==> src/source/regex_pkg.sv <==
`default_nettype none

package regex_pkg;

    // thread program counter and memory address width
    parameter int PC_WIDTH    = 8;
    // input character width
    parameter int CHAR_WIDTH  = 8;
    // one instruction per memory word
    parameter int INSTR_WIDTH = 16;

    typedef enum logic [2:0] {
        OP_MATCH  = 3'd0,
        OP_JMP    = 3'd1,
        OP_SPLIT  = 3'd2,
        OP_ACCEPT = 3'd3
    } opcode_t;

    // character match view of an instruction word
    typedef struct packed {
        opcode_t               opcode;
        logic [4:0]            reserved;
        logic [CHAR_WIDTH-1:0] character;
    } instr_match_t;

    // branch view used by jmp and split
    typedef struct packed {
        opcode_t               opcode;
        logic [4:0]            reserved;
        logic [PC_WIDTH-1:0]   target;
    } instr_branch_t;

    typedef union packed {
        instr_match_t  match;
        instr_branch_t branch;
    } instr_t;

    // a thread, with the current/next tag in bit 0
    typedef struct packed {
        logic [PC_WIDTH-1:0] pc;
        logic                to_current;
    } pc_token_t;

endpackage

`default_nettype wire

==> src/source/basic_block.sv <==
`default_nettype none

module basic_block
    import regex_pkg::*;
#(
    parameter int FIFO_COUNT_WIDTH = 6
)(
    input  logic                        clk,
    input  logic                        rst_n,
    input  logic                        go,
    input  logic                        cur_is_even_character,
    input  logic [CHAR_WIDTH-1:0]       current_character,
    // threads in
    input  pc_token_t                   input_pc,
    input  logic                        input_pc_valid,
    output logic                        input_pc_ready,
    output logic [FIFO_COUNT_WIDTH-1:0] input_pc_latency,
    // threads out
    output pc_token_t                   output_pc,
    output logic                        output_pc_valid,
    input  logic                        output_pc_ready,
    // program memory
    output logic [PC_WIDTH-1:0]         memory_addr,
    output logic                        memory_valid,
    input  logic                        memory_ready,
    input  logic [INSTR_WIDTH-1:0]      memory_data,
    output logic                        accepts,
    output logic                        running
);
    // current character stream between fifos and cpu
    logic [PC_WIDTH-1:0] cur_pc;
    logic                cur_valid;
    logic                cur_ready;
    logic                cur_nonempty;
    logic                cpu_busy;

    // work left either queued or inside the cpu
    assign running = cur_nonempty || cpu_busy;

    char_fifo_pair #(
        .FIFO_COUNT_WIDTH (FIFO_COUNT_WIDTH)
    ) fifos (
        .clk                   (clk),
        .rst_n                 (rst_n),
        .cur_is_even_character (cur_is_even_character),
        .go                    (go),
        .in_token              (input_pc),
        .in_valid              (input_pc_valid),
        .cur_ready             (cur_ready),
        .in_ready              (input_pc_ready),
        .cur_pc                (cur_pc),
        .cur_valid             (cur_valid),
        .cur_nonempty          (cur_nonempty),
        .latency               (input_pc_latency)
    );

    regex_cpu cpu (
        .clk               (clk),
        .rst_n             (rst_n),
        .current_character (current_character),
        .cur_pc            (cur_pc),
        .cur_valid         (cur_valid),
        .cur_ready         (cur_ready),
        .memory_addr       (memory_addr),
        .memory_valid      (memory_valid),
        .memory_ready      (memory_ready),
        .memory_data       (memory_data),
        .output_pc         (output_pc),
        .output_pc_valid   (output_pc_valid),
        .output_pc_ready   (output_pc_ready),
        .accepts           (accepts),
        .busy              (cpu_busy)
    );

endmodule

`default_nettype wire

==> src/source/char_fifo_pair.sv <==
`default_nettype none

module char_fifo_pair
    import regex_pkg::*;
#(
    parameter int FIFO_COUNT_WIDTH = 6
)(
    input  logic                        clk,
    input  logic                        rst_n,
    input  logic                        cur_is_even_character,
    input  logic                        go,
    input  pc_token_t                   in_token,
    input  logic                        in_valid,
    input  logic                        cur_ready,
    output logic                        in_ready,
    output logic [PC_WIDTH-1:0]         cur_pc,
    output logic                        cur_valid,
    output logic                        cur_nonempty,
    output logic [FIFO_COUNT_WIDTH-1:0] latency
);
    // even fifo
    logic                        even_wr;
    logic                        even_rd;
    logic [PC_WIDTH-1:0]         even_dout;
    logic                        even_full;
    logic                        even_empty;
    logic [FIFO_COUNT_WIDTH-1:0] even_count;
    // odd fifo
    logic                        odd_wr;
    logic                        odd_rd;
    logic [PC_WIDTH-1:0]         odd_dout;
    logic                        odd_full;
    logic                        odd_empty;
    logic [FIFO_COUNT_WIDTH-1:0] odd_count;
    // current character view
    logic                        in_fire;
    logic                        cur_rd;
    logic                        cur_empty;
    logic [FIFO_COUNT_WIDTH-1:0] cur_count;

    //////////////////////////////////////////////////////////////////////
    // input side
    //////////////////////////////////////////////////////////////////////

    // conservative ready avoids a loop through the token tag
    assign in_ready = !even_full && !odd_full;
    assign in_fire  = in_valid && in_ready;

    // even takes current tokens on even characters and next tokens on odd ones
    assign even_wr = in_fire && (in_token.to_current == cur_is_even_character);
    assign odd_wr  = in_fire && (in_token.to_current != cur_is_even_character);

    //////////////////////////////////////////////////////////////////////
    // current character side
    //////////////////////////////////////////////////////////////////////

    // go enables the dequeue toward the cpu
    assign cur_rd = go && cur_ready;

    // next fifo is only ever written
    assign even_rd = cur_is_even_character && cur_rd;
    assign odd_rd  = !cur_is_even_character && cur_rd;

    assign cur_pc    = cur_is_even_character ? even_dout  : odd_dout;
    assign cur_empty = cur_is_even_character ? even_empty : odd_empty;
    assign cur_count = cur_is_even_character ? even_count : odd_count;

    assign cur_nonempty = !cur_empty;
    assign cur_valid    = go && !cur_empty;

    // fill plus one for the thread itself, held at all ones
    assign latency = (&cur_count) ? cur_count : cur_count + 1'b1;

    pc_fifo #(
        .FIFO_COUNT_WIDTH (FIFO_COUNT_WIDTH)
    ) fifo_even (
        .clk        (clk),
        .rst_n      (rst_n),
        .din        (in_token.pc),
        .wr_en      (even_wr),
        .rd_en      (even_rd),
        .dout       (even_dout),
        .full       (even_full),
        .empty      (even_empty),
        .data_count (even_count)
    );

    pc_fifo #(
        .FIFO_COUNT_WIDTH (FIFO_COUNT_WIDTH)
    ) fifo_odd (
        .clk        (clk),
        .rst_n      (rst_n),
        .din        (in_token.pc),
        .wr_en      (odd_wr),
        .rd_en      (odd_rd),
        .dout       (odd_dout),
        .full       (odd_full),
        .empty      (odd_empty),
        .data_count (odd_count)
    );

endmodule

`default_nettype wire

==> src/source/pc_fifo.sv <==
`default_nettype none

module pc_fifo
    import regex_pkg::*;
#(
    parameter int FIFO_COUNT_WIDTH = 6
)(
    input  logic                        clk,
    input  logic                        rst_n,
    input  logic [PC_WIDTH-1:0]         din,
    input  logic                        wr_en,
    input  logic                        rd_en,
    output logic [PC_WIDTH-1:0]         dout,
    output logic                        full,
    output logic                        empty,
    output logic [FIFO_COUNT_WIDTH-1:0] data_count
);
    // one slot less than the counter range so the count never wraps
    localparam int DEPTH = (1 << FIFO_COUNT_WIDTH) - 1;
    localparam logic [FIFO_COUNT_WIDTH-1:0] LAST_IDX = FIFO_COUNT_WIDTH'(DEPTH - 1);

    logic [PC_WIDTH-1:0]         mem [DEPTH];
    logic [FIFO_COUNT_WIDTH-1:0] wr_ptr;
    logic [FIFO_COUNT_WIDTH-1:0] rd_ptr;
    logic                        do_wr;
    logic                        do_rd;

    // drop writes into a full buffer and reads from an empty one
    assign do_wr = wr_en && !full;
    assign do_rd = rd_en && !empty;

    // flags come straight from the registered count
    assign full  = &data_count;
    assign empty = (data_count == '0);

    // head is read without a register stage
    assign dout = mem[rd_ptr];

    always_ff @(posedge clk)
    begin
        if (do_wr)
        begin
            mem[wr_ptr] <= din;
        end
    end

    always_ff @(posedge clk or negedge rst_n)
    begin
        if (!rst_n)
        begin
            wr_ptr     <= '0;
            rd_ptr     <= '0;
            data_count <= '0;
        end
        else
        begin
            // pointers wrap at the last slot
            if (do_wr)
            begin
                wr_ptr <= (wr_ptr == LAST_IDX) ? '0 : wr_ptr + 1'b1;
            end
            if (do_rd)
            begin
                rd_ptr <= (rd_ptr == LAST_IDX) ? '0 : rd_ptr + 1'b1;
            end
            // push and pop together leave the count alone
            case ({do_wr, do_rd})
                2'b10:   data_count <= data_count + 1'b1;
                2'b01:   data_count <= data_count - 1'b1;
                default: data_count <= data_count;
            endcase
        end
    end

endmodule

`default_nettype wire

==> src/source/regex_cpu.sv <==
`default_nettype none

module regex_cpu
    import regex_pkg::*;
(
    input  logic                   clk,
    input  logic                   rst_n,
    input  logic [CHAR_WIDTH-1:0]  current_character,
    // thread in from the current fifo
    input  logic [PC_WIDTH-1:0]    cur_pc,
    input  logic                   cur_valid,
    output logic                   cur_ready,
    // program memory
    output logic [PC_WIDTH-1:0]    memory_addr,
    output logic                   memory_valid,
    input  logic                   memory_ready,
    input  logic [INSTR_WIDTH-1:0] memory_data,
    // threads out
    output pc_token_t              output_pc,
    output logic                   output_pc_valid,
    input  logic                   output_pc_ready,
    output logic                   accepts,
    output logic                   busy
);
    typedef enum logic [1:0] {
        S_IDLE,
        S_FETCH,
        S_EMIT,
        S_EMIT_SECOND
    } state_t;

    state_t              state;
    logic [PC_WIDTH-1:0] pc_q;
    logic [PC_WIDTH-1:0] pc_plus_one;
    logic [PC_WIDTH-1:0] target_q;
    pc_token_t           out_q;
    logic                split_q;
    instr_t              instr;
    logic                take_thread;
    logic                fetch_done;
    logic                out_fire;
    logic                char_hit;

    //////////////////////////////////////////////////////////////////////
    // handshakes and decode
    //////////////////////////////////////////////////////////////////////

    // one thread at a time
    assign cur_ready   = (state == S_IDLE);
    assign take_thread = cur_valid && cur_ready;

    // request held until memory answers
    assign memory_valid = (state == S_FETCH);
    assign memory_addr  = pc_q;
    assign fetch_done   = memory_valid && memory_ready;

    assign output_pc_valid = (state == S_EMIT) || (state == S_EMIT_SECOND);
    assign output_pc       = out_q;
    assign out_fire        = output_pc_valid && output_pc_ready;

    assign busy = (state != S_IDLE);

    // same word read as match or as branch
    assign instr       = memory_data;
    assign char_hit    = (instr.match.character == current_character);
    assign pc_plus_one = pc_q + 1'b1;

    //////////////////////////////////////////////////////////////////////
    // control FSM
    //////////////////////////////////////////////////////////////////////

    always_ff @(posedge clk or negedge rst_n)
    begin
        if (!rst_n)
        begin
            state   <= S_IDLE;
            split_q <= 1'b0;
            accepts <= 1'b0;
        end
        else
        begin
            // single cycle pulse
            accepts <= 1'b0;
            case (state)
                S_IDLE:
                begin
                    if (take_thread)
                    begin
                        state <= S_FETCH;
                    end
                end
                S_FETCH:
                begin
                    // execute on the edge the word arrives
                    if (memory_ready)
                    begin
                        split_q <= 1'b0;
                        case (instr.match.opcode)
                            OP_MATCH:
                            begin
                                // a miss kills the thread
                                state <= char_hit ? S_EMIT : S_IDLE;
                            end
                            OP_JMP:
                            begin
                                state <= S_EMIT;
                            end
                            OP_SPLIT:
                            begin
                                state   <= S_EMIT;
                                split_q <= 1'b1;
                            end
                            OP_ACCEPT:
                            begin
                                accepts <= 1'b1;
                                state   <= S_IDLE;
                            end
                            default:
                            begin
                                state <= S_IDLE;
                            end
                        endcase
                    end
                end
                S_EMIT:
                begin
                    // split goes on to its target
                    if (output_pc_ready)
                    begin
                        state <= split_q ? S_EMIT_SECOND : S_IDLE;
                    end
                end
                S_EMIT_SECOND:
                begin
                    if (output_pc_ready)
                    begin
                        state <= S_IDLE;
                    end
                end
                default:
                begin
                    state <= S_IDLE;
                end
            endcase
        end
    end

    //////////////////////////////////////////////////////////////////////
    // thread data
    //////////////////////////////////////////////////////////////////////

    always_ff @(posedge clk)
    begin
        if (take_thread)
        begin
            pc_q <= cur_pc;
        end
        if (fetch_done)
        begin
            target_q <= instr.branch.target;
            // match moves on to the next character, branches stay on this one
            case (instr.match.opcode)
                OP_MATCH: out_q <= '{pc: pc_plus_one, to_current: 1'b0};
                OP_JMP:   out_q <= '{pc: instr.branch.target, to_current: 1'b1};
                default:  out_q <= '{pc: pc_plus_one, to_current: 1'b1};
            endcase
        end
        else if (out_fire && (state == S_EMIT))
        begin
            // second split token, unused when no split is pending
            out_q <= '{pc: target_q, to_current: 1'b1};
        end
    end

endmodule

`default_nettype wire

==> config.mk <==
export PLATFORM = sky130hd
export DESIGN_NAME = basic_block
export DESIGN_NICKNAME = d
export VERILOG_FILES = /design/src/source/regex_pkg.sv /design/src/source/basic_block.sv /design/src/source/char_fifo_pair.sv /design/src/source/pc_fifo.sv /design/src/source/regex_cpu.sv
export SDC_FILE = /design/constraint.sdc
export NUM_CORES = 1
export LEC_CHECK = 0
export ABC_CLOCK_PERIOD_IN_PS = 3200
export BUFFER_PORTS_ARGS = -buffer_cell sky130_fd_sc_hd__buf_2
export CORE_ASPECT_RATIO = 1.5
export CORE_MARGIN = 2
export CORE_UTILIZATION = 45
export CTS_CLUSTER_DIAMETER = 150
export CTS_CLUSTER_SIZE = 40
export DETAILED_ROUTE_END_ITERATION = 10
export SLEW_MARGIN = 20
export SYNTH_ARGS = -nofsm -noshare
export SYNTH_HDL_FRONTEND = slang
export SYNTH_HIERARCHICAL = 1
export SYNTH_SLANG_ARGS = --single-unit
==> constraint.sdc <==
create_clock -name clk -period 3.2 [get_ports clk]
set_input_delay 0.48 -clock clk [delete_from_list [all_inputs] [get_ports clk]]
set_output_delay 0.48 -clock clk [all_outputs]
set_load 0.1 [all_outputs]
# [Yosys cells after proc, flatten, opt, wreduce, memory -nomap -nowiden]
# Memory sizes are Yosys's and may differ from the RTL's.
# Cells that the tools add are included.
[op_classes] n_addsub=10 multipliers=0 div_mod_pow=0 magnitude_cmp=0 eq_ne=21 n_shift=0 n_mux=29 n_bitwise=0 n_reduce_logical=38
[op_table] cell="6-bit by 1-bit adder with 6-bit output (second input constant)" n=7
[op_table] cell="6-bit 2-to-1 mux" n=6
[op_table] cell="6-bit == test (second input constant)" n=4
[op_table] cell="6-bit one-hot mux with 2 select lines" n=2
[op_table] cell="9-bit 2-to-1 mux" n=2
[op_table] cell="9-bit one-hot mux with 2 select lines" n=1
[op_table] cell="6-bit AND reduction" n=3
[op_table] cell="1-bit logical AND" n=16
[op_table] cell="6-bit logical NOT" n=2
[op_table] cell="2-bit 2-to-1 mux" n=6
[op_table] cell="6-bit by 1-bit subtractor with 6-bit output (second input constant)" n=2
[op_table] cell="1-bit 2-to-1 mux" n=9
[op_table] cell="8-bit by 1-bit adder with 8-bit output (second input constant)" n=1
[op_table] cell="2-bit == test (second input constant)" n=4
[op_table] cell="8-bit == test" n=1
[op_table] cell="8-bit 2-to-1 mux" n=1
[op_table] cell="2-bit != test (second input constant)" n=4
[op_table] cell="2-bit one-hot mux with 4 select lines" n=1
[op_table] cell="2-bit nonzero test" n=4
[op_table] cell="2-bit by 1-bit == test with 1-bit output (second input constant)" n=3
[op_table] cell="3-bit by 2-bit == test with 1-bit output (second input constant)" n=2
[op_table] cell="1-bit logical NOT" n=6
[op_table] cell="2-bit one-hot mux with 2 select lines" n=1
[op_table] cell="4-bit AND reduction" n=1
[op_table] cell="8 further kinds" n=9
[totals] register_bits=65 latch_bits=0 ramBits=1008 mem_bits_ro=0 in_bits=40 n_memories=2
[mem_list] memory="fifos.fifo_even.mem" words=63 word_bits=8 rd=1 rd_clocked_by_memory_dff=0 wr=1 line="pc_fifo.sv:22" source="logic [PC_WIDTH-1:0] mem [DEPTH];"
[mem_list] memory="fifos.fifo_odd.mem" words=63 word_bits=8 rd=1 rd_clocked_by_memory_dff=0 wr=1 line="pc_fifo.sv:22"

# [Logic depth before layout (Yosys ltp)]
# Gate-level depths: netlist of the first run.
[depth] ltp_word=8 ltp_mapped=15

# [Modules after synthesis]
# Netlist of the first run, hierarchy kept.
[by_module_without_submodules] mod="pc_fifo (fifos.fifo_even)" instances=1 cells_per_inst=1116 area_per_inst_um2=20856.3 seq_area_each_um2=15584.9
[by_module_without_submodules] mod="pc_fifo (fifos.fifo_odd)" instances=1 cells_per_inst=1065 area_per_inst_um2=20729.9 seq_area_each_um2=15584.9
[by_module_without_submodules] mod="regex_cpu" instances=1 cells_per_inst=119 area_per_inst_um2=1420.1 seq_area_each_um2=850.8
[by_module_without_submodules] mod="char_fifo_pair" instances=1 cells_per_inst=48 area_per_inst_um2=396.6 seq_area_each_um2=0.0
[by_module_without_submodules] mod="basic_block" instances=1 cells_per_inst=1 area_per_inst_um2=6.3 seq_area_each_um2=0.0

# [Least setup slack after synthesis of the first run]
# No wires, ideal clock.
[synth_path] path_type="reg2reg" from="register fifos.fifo_odd.data_count[0]" to="register fifos.fifo_odd.data_count[5]" arrival_time_ns=4.179 setup_slack_ns=-1.058 path_stages_with_launch=15 path_buffers=1 path_cell_list="dfrtp_1 -> nand2_1 -> nor2_1 -> nor2_1 -> and3_1 -> nor2b_1 -> buf_2 -> clkinv_1 -> ha_1 -> ha_1 -> a21o_1 -> a21oi_1 -> or4_1 -> nand3_1 -> xor2_1"
[synth_between] elab_chain_cells=8
[synth_rtl] item="start: declaration" line="pc_fifo.sv:16" source="output logic [FIFO_COUNT_WIDTH-1:0] data_count"
[synth_rtl] item="start signal: assignment" line="pc_fifo.sv:68" source="2'b10: data_count <= data_count + 1'b1;"
[synth_rtl] item="start signal: assignment" line="pc_fifo.sv:69" source="2'b01: data_count <= data_count - 1'b1;"
[synth_rtl] item="start signal: assignment" line="pc_fifo.sv:70" source="default: data_count <= data_count;"
[synth_rtl] item="6-bit AND reduction (*)" line="pc_fifo.sv:33" source="assign full = &data_count;"
[synth_rtl] item="via fifos.odd_full" line="char_fifo_pair.sv:32" source="logic odd_full;"
[synth_rtl] item="1-bit logical NOT (*)" line="char_fifo_pair.sv:46" source="assign in_ready = !even_full && !odd_full;"
[synth_rtl] item="1-bit logical AND (*)" line="char_fifo_pair.sv:46"
[synth_rtl] item="via input_pc_ready" line="basic_block.sv:16" source="output logic input_pc_ready,"
[synth_rtl] item="1-bit logical AND (*)" line="char_fifo_pair.sv:47" source="assign in_fire = in_valid && in_ready;"
[synth_rtl] item="1-bit logical AND (*)" line="char_fifo_pair.sv:51" source="assign odd_wr = in_fire && (in_token.to_current != cur_is_even_character);"
[synth_rtl] item="via fifos.odd_wr" line="char_fifo_pair.sv:29" source="logic odd_wr;"
[synth_rtl] item="1-bit logical AND (*)" line="pc_fifo.sv:29" source="assign do_wr = wr_en && !full;"
[synth_rtl] item="2-bit by 1-bit == test with 1-bit output / 2-bit == test (equally long branches)" line="pc_fifo.sv:67" source="case ({do_wr, do_rd})"
[synth_rtl] item="6-bit one-hot mux with 2 select lines / 2-bit nonzero test (equally long branches)"
# The timed path passes the listed nets; every way through them passes the cells marked *.
# A chain may end at the register's enable or synchronous reset.

# [Final worst setup path of the first run]
[layout_path] from="register fifos.fifo_odd.rd_ptr[0]" to="register cpu.pc_q[4] (netlist: cpu/memory_addr[4]) (data pin)"
[layout_between] elab_chain_cells=2
[layout_rtl] item="start: declaration" line="pc_fifo.sv:24" source="logic [FIFO_COUNT_WIDTH-1:0] rd_ptr;"
[layout_rtl] item="start signal: assignment" line="pc_fifo.sv:64" source="rd_ptr <= (rd_ptr == LAST_IDX) ? '0 : rd_ptr + 1'b1;"
[layout_rtl] item="memory read 63 x 8 bit"
[layout_rtl] item="via fifos.odd_dout[4]" line="char_fifo_pair.sv:31" source="logic [PC_WIDTH-1:0] odd_dout;"
[layout_rtl] item="8-bit 2-to-1 mux" line="char_fifo_pair.sv:64" source="assign cur_pc = cur_is_even_character ? even_dout : odd_dout;"
[layout_rtl] item="via cur_pc[4]" line="basic_block.sv:31" source="logic [PC_WIDTH-1:0] cur_pc;"
[layout_rtl] item="end signal: assignment" line="regex_cpu.sv:156" source="pc_q <= cur_pc;"
[layout_rtl] item="end: declaration" line="regex_cpu.sv:33" source="logic [PC_WIDTH-1:0] pc_q;"
# The timed path passes the listed nets, and every way through them passes these cells.

==> results of run 1 <==
-- per-layer routing --
layer	part of all wire (%)	vias to the layer above	track usage, %
li1	-	9916	-
met1	37	11700	24.6
met2	55	514	39.6
met3	3.0	167	1.36
met4	5.0	0	9.34
met5	0	-	0
-- kinds of logic after synthesis --
kind of cell	Yosys count
adder cells (fa/ha/maj)	22
multiplexers	345
AO/OA/AOI/OAI	276
AND/OR/NAND/NOR	448
flip-flops	1073
XOR/XNOR	28
buffers and inverters	157
-- flip-flops by register name, indices dropped and copies added (netlist names) --
name	flops
cpu/accepts	1
cpu/memory_addr	8
cpu/output_pc	9
cpu/split_q	1
cpu/state	2
cpu/target_q	8
fifos/fifo_even/data_count	6
fifos/fifo_even/mem	504
fifos/fifo_even/rd_ptr	6
fifos/fifo_even/wr_ptr	6
fifos/fifo_odd/data_count	6
fifos/fifo_odd/mem	504
fifos/fifo_odd/rd_ptr	6
fifos/fifo_odd/wr_ptr	6
-- through the flow --
stage | utilization, % | hold WS (ns)
CTS | 50.2 | 0.0277
global placement | 49.2 | 0.520
finish | 50.3 | 0.0692
floorplan | - | 0.184
global route | 50.3 | 0.0340
detailed placement | 49.2 | 0.525
-- worst max-delay path by stage --
stage	start	endpoint	slack, ns	depth (start not counted)
floorplan	fifos/fifo_even/data_count[0]	fifos/fifo_odd/data_count[5]	-0.12	14
global placement	fifos/fifo_odd/rd_ptr[0]	cpu/memory_addr[2]	-0.06	10
detailed placement	fifos/fifo_odd/rd_ptr[0]	cpu/memory_addr[2]	-0.06	8
CTS	fifos/fifo_odd/rd_ptr[0]	cpu/memory_addr[2]	0.01	10
global route	fifos/fifo_even/data_count[0]	input_pc_latency[3]	0.006	6
finish	fifos/fifo_odd/rd_ptr[0]	cpu/memory_addr[4]	0.13	7
-- cell usage after synthesis (all sizes together) (5+ instances only) --
cell	instances
edfxtp	1033
mux4	201
nor2	184
mux2i	120
nand2	99
buf	83
o21ai	62
clkbuf	49
a21oi	44
dfrtp	40
a22oi	37
nand3	31
o22ai	29
mux2	24
inv	23
nor2b	22
ha	20
a211oi	16
xor2	15
o221ai	14
or3	14
xnor2	13
nand4	12
nor3	12
nand2b	11
nand3b	11
o31ai	9
o211ai	8
or2	8
a221oi	7
and3	7
or3b	7
a31oi	6
and2	6
a22o	5
-- critical path, stage by stage, from the launching register on --
cell	delay, ns
dfrtp_4	0.59
buf_12	0.17
mux4_1	0.59
mux4_2	0.47
or3_1	0.37
o21ai_1	0.23
a21oi_1	0.13
mux2_2	0.28
-- cell type report --
| class | count | area [um2] |
|---|---|---|
| repair buffers | 362 | 3000 |
| fillers | 7850 | 47500 |
| inverters | 25 | 93.8 |
| clock inverters | 1 | 8.76 |
| clock buffers | 43 | 821 |
| multi-input cells | 1119 | 10600 |
| flip-flops and latches | 1073 | 32000 |
| well taps | 1269 | 1590 |
-- power by group --
group,internal [uW],switching [uW],leakage (uW)
registers,15900,682,0.00979
clock network,1820,3810,0.000401
logic,5380,7320,0.00541
total,23100,11800,0.0156
-- timing repair --
| item | in CTS | in global routing |
|---|---|---|
| endpoints found under the hold margin | 48 | 0 |
| resized for setup | 1 | 3 |
| cloned | 0 | 0 |
| pin swaps | 1 | 1 |
| setup buffers | 3 | 10 |
| hold buffers | 9 | 0 |
| endpoints found under the setup margin | 2 | 3 |
==> results.cfg, run 1 <==
[synthesis]
synth_ff_type = edfxtp_1
synth.area.mux_share_pct = 13.9
synth_top_family_by_area = multiplexers
synth_seq_area_share_pct = 73.8
synth-xor-area-share_pct = 0.565
async_flop_share_pct = 3.73
post-synth-top-area-cell = edfxtp_1
syn_inst = 2349
ys_ff_latch = 1073
synth_compound_area_share_pct = 4.25
synthAdderAreaFrac_pct = 0.669
synth.distinct_cells = 75
syn_avg_cell_area_um2 = 18.5
synth-simple-area-share_pct = 4.95
netlist.area_leader.share_pct = 71.5
synth_nets = 2411
synth-edff-count = 1033
syn-cell-area_mm2 = 0.0434
synth_area_leaders = edfxtp_1 (71%), mux4_2 (10%), mux2i_1 (2.8%), dfrtp_1 (2.3%), nor2_1 (1.6%)
yosysWarnings = 6

[finish]
fin_cells = 3892
drive_gt1_share_pct = 24.2
final_area_mm2 = 0.0481
diodes = 0
fin_nets = 2673
mostFrequentLayoutCells = edfxtp_1 (1033), buf_4 (272), mux4_2 (195), nor2_1 (183), mux2i_1 (120)
area_growth_pct = 10.9
layout_commonest_cell = edfxtp_1

[placed_design]
placed_area_mm2 = 0.0471
place_inst = 3826
dp_hpwl_um = 71000
place.gp.congestion = 0.898
dp_slack_ns = -0.0587
io_buffers = 62

[sta]
final-max-slew-violation-count = 0
hold_viol_final = 0
setup_slack_ns = 0.126
grt_setup_unrepaired = false
period_share_pct = 96.1
max_freq_mhz = 325
worst_pin_slew_ns = 0.981
fin_crit_ns = 3.07
tns_ns = 0
fin_skew_ns = 0.0219
slew_headroom_pct = 34.6
finalSetupViolations = 0

[clock_tree]
clockBufferDepth = 3
clkSlewWorstSetupHoldPaths_ns = 0.14
cts_tree = built
clock_latency_ns = 0.68
h-tree-depth = 1
cts.sinks = 1073
cts_buffers = 30
root_buffer = clkbuf_16

[worst_setup_path]
reg2reg_from = fifos/fifo_odd/rd_ptr[0]
crit_fanout = 6
cp-start-kind = register
worstPathArrival_ns = 3.52
reg2reg_depth = 7
end_kind = register
rrSetupSlack_ns = 0.13
worstPathRequired_ns = 3.64
r2r-end = cpu/memory_addr[4]
crit_type = reg -> reg

[pwr]
powerDensity_mw_per_mm2 = 726
power_uw = 34900
cellLeakagePower_uw = 0.0156
ir_worst_vdd_mv = 0.834

[grt]
grt.total_usage_pct = 21.0
grt_pass1_vias = 23200
overflow = 0
grt_max_degree = 77
antenna_found_initial = 1
grt_pass1_wl_um = 154000

[hold_path]
min_to = cpu/accepts
hold_class = in -> reg
min_path_cells = 2
min_from = memory_data[15]

[floorplan]
core-area_mm2 = 0.0957
io_pins = 68
initial_utilization_pct = 45.4
die_w_um = 258
num_rows = 139
die_area_mm2 = 0.0990
die_h_um = 384

[routing]
drcViolationCount = 0
vias = 22300
wire_per_inst_um = 26.7
first_pass_iters = 5
ant_nets = 0
drtIter0Drc = 1897
avgViaCountPerCell = 5.72
wirelength_um = 104000

[run_status]
status = completed

[job]
drv_cap = 0
Note: power is estimated with default switching activity, not from simulation.
==> inputs of run 2 (changes only) <==
--- a/config.mk
+++ b/config.mk
@@ -5,6 +5,7 @@
 export SDC_FILE = /design/constraint.sdc
 export NUM_CORES = 1
 export LEC_CHECK = 0
+export ABC_AREA = 1
 export ABC_CLOCK_PERIOD_IN_PS = 3200
 export BUFFER_PORTS_ARGS = -buffer_cell sky130_fd_sc_hd__buf_2
 export CORE_ASPECT_RATIO = 1.5
==> run 2 against run 1 <==
Final area up 5.9%. Die area rose by 7.8%. Via count up 39%. Clock skew shrank 0.0051 ns. Combinational power grew 25%. Critical path depth up 1. Power is 9.5% higher. Register-to-register slack better by 0.23 ns. Wire length up 15%. Worst setup slack improved by 0.097 ns. Sequential power hardly changed. Critical path type is now reg -> out. Highest routed layer is now met5.
==> results.cfg, run 2 <==
[run_status]
status = completed

[synthesis]
syn_inst = 4512
async_flop_share_pct = 3.73
synth_nets = 4574
synth-edff-count = 1033
syn_avg_cell_area_um2 = 10.4
synthTopCellsByCount = nand2_1 (1328), edfxtp_1 (1033), nor2_1 (508), inv_1 (477), nand3_1 (463)
yosysWarnings = 6
synth.distinct_cells = 48
synth_area_leaders = edfxtp_1 (66%), nand2_1 (11%), nand3_1 (4.9%), nor2_1 (4.1%), inv_1 (3.8%)
syn-cell-area_mm2 = 0.0468
post-synth-top-area-cell = edfxtp_1
synth_seq_area_share_pct = 68.4
ys_ff_latch = 1073
netlist.area_leader.share_pct = 66.2
yosysMostFrequentCell = nand2_1
synth_ff_type = edfxtp_1

[sta]
hold_viol_final = 0
fin_skew_ns = 0.0168
tns_ns = 0
grt_setup_unrepaired = false
slew_headroom_pct = 34.3
worst_pin_slew_ns = 0.985
period_share_pct = 93.0
final-max-slew-violation-count = 0
fin_crit_ns = 2.98
finalSetupViolations = 0
max_freq_mhz = 336

[placed_design]
place.gp.congestion = 0.900
io_buffers = 62
dp_hpwl_um = 77800

[clock_tree]
clock_latency_ns = 0.68
clockBufferDepth = 3
root_buffer = clkbuf_16
clkSlewWorstSetupHoldPaths_ns = 0.15
cts.sinks = 1073
h-tree-depth = 1
cts_tree = built
cts_buffers = 30

[pwr]
cellLeakagePower_uw = 0.0204
ir_worst_vdd_mv = 0.767
powerDensity_mw_per_mm2 = 751

[routing]
vias = 30800
ant_nets = 0
drcViolationCount = 0
wirelength_um = 120000
first_pass_iters = 6
wire_per_inst_um = 19.8
drtIter0Drc = 2446
avgViaCountPerCell = 5.10

[grt]
overflow = 0
grt_use_met3_pct = 2.36
grt.total_usage_pct = 22.4
grt_max_degree = 144
grt_pass1_vias = 29800
grtUsageMet2_pct = 42.0
grt_pass1_wl_um = 180000
antenna_found_initial = 1
grt-busiest-layer = met2
grtUsageMet1_pct = 25.9

[finish]
mostFrequentLayoutCells = nand2_1 (1328), edfxtp_1 (1033), nor2_1 (507), inv_1 (477), nand3_1 (463)
area_growth_pct = 8.82
fin_util_pct = 49.5
layout_commonest_cell = nand2_1
fin_nets = 4703
drive_gt1_share_pct = 8.66

[floorplan]
num_rows = 144
die_w_um = 267
io_pins = 68
die_area_mm2 = 0.107
die_h_um = 399
core-area_mm2 = 0.103
initial_utilization_pct = 45.5

[worst_setup_path]
rrSetupSlack_ns = 0.36
worstPathRequired_ns = 2.72
crit_fanout = 5
cp-start-kind = register
end_kind = output port
crit_type = reg -> out
worstPathArrival_ns = 2.50

[job]
drv_cap = 0

[hold_path]
hold_class = in -> reg
## run 2: cell count changes after synthesis, moves of 120 or more
cell	change
nand3_1	+433
mux4_2	-195
inv_1	+455
o21ai_0	+142
nor2_1	+324
mux2i_1	-120
nand2_1	+1229
## run 2: per-layer routing
layer	share of wire [%]	wire (um)	vias up
met1	38	45800	14900
met3	4.3	5180	190
met2	53	63600	677
met4	4.5	5380	2
met5	0.011	13	-
li1	-	-	15100
## run 2: cells by family (layout without fill, tap and decap cells)
kind of cell | count (synthesis) | in the layout | synth area share (%)
other cells | 0 | 1 | 0
fa+ha+maj | 22 | 22 | 0.620
buf+inv | 712 | 865 | 6.34
flops | 1073 | 1073 | 68.4
simple gates | 2373 | 2373 | 20.7
compound gates | 320 | 320 | 3.70
xor+xnor | 12 | 12 | 0.224
## run 2: cell type report
class | count | area, um2
Sequential cell | 1073 | 32000
Antenna cell | 1 | 2.50
Clock inverter | 1 | 8.76
Fill cell | 9218 | 51900
Tap cell | 1387 | 1740
Inverter | 496 | 1880
Multi-Input combinational cell | 2727 | 11900
Timing Repair Buffer | 313 | 2560
Clock buffer | 55 | 866
## run 2: power by group
part	internal, uW	leakage, uW	switching, uW	total, uW
logic	4440	0.0102	11500	15900
clock network	1870	0.000415	3880	5750
registers	16000	0.00976	574	16600
## run 2: final timing paths
| check | start | to | cells past startpoint |
|---|---|---|---|
| max | fifos/fifo_odd/data_count[1] | input_pc_latency[4] | 8 |
| min in group asynchronous | rst_n | cpu/accepts | 2 |
| max reg2reg | fifos/fifo_even/data_count[1] | fifos/fifo_odd/mem[23][6] | 13 |
| min | memory_data[13] | cpu/accepts | 3 |
| max in group asynchronous | rst_n | fifos/fifo_even/rd_ptr[2] | 3 |
| min reg2reg | cpu/split_q | cpu/split_q | 2 |
## run 2: worst max-delay path, cell delays in order, from the launching register on
cell     delay (ns)
dfrtp_1        0.40
buf_4          0.16
nand2_1        0.08
nand2_1        0.13
ha_1           0.25
nand2_2        0.12
nor2_4         0.06
a21oi_1        0.16
buf_2          0.45
## run 2: metrics by stage
stage,cells,hold WS [ns],cell area (um2),setup WS [ns],power (uW)
4_1_cts,6052,0.00576,50900,0.153,38500
2_1_floorplan,4512,0.184,46800,0.0543,27300
3_5_place_dp,5986,0.497,50000,0.350,32900
5_1_grt,6052,0.0445,51000,0.0274,40500
3_3_place_gp,5986,0.481,50000,0.309,32800
6_report,6053,0.0538,51000,0.223,38300
## run 2: what timing repair did
action	CTS	global route
hold buffers	10	0
resized for setup	0	2
endpoints found under the hold margin	40	0
setup buffers	0	0
setup endpoints to repair	0	2
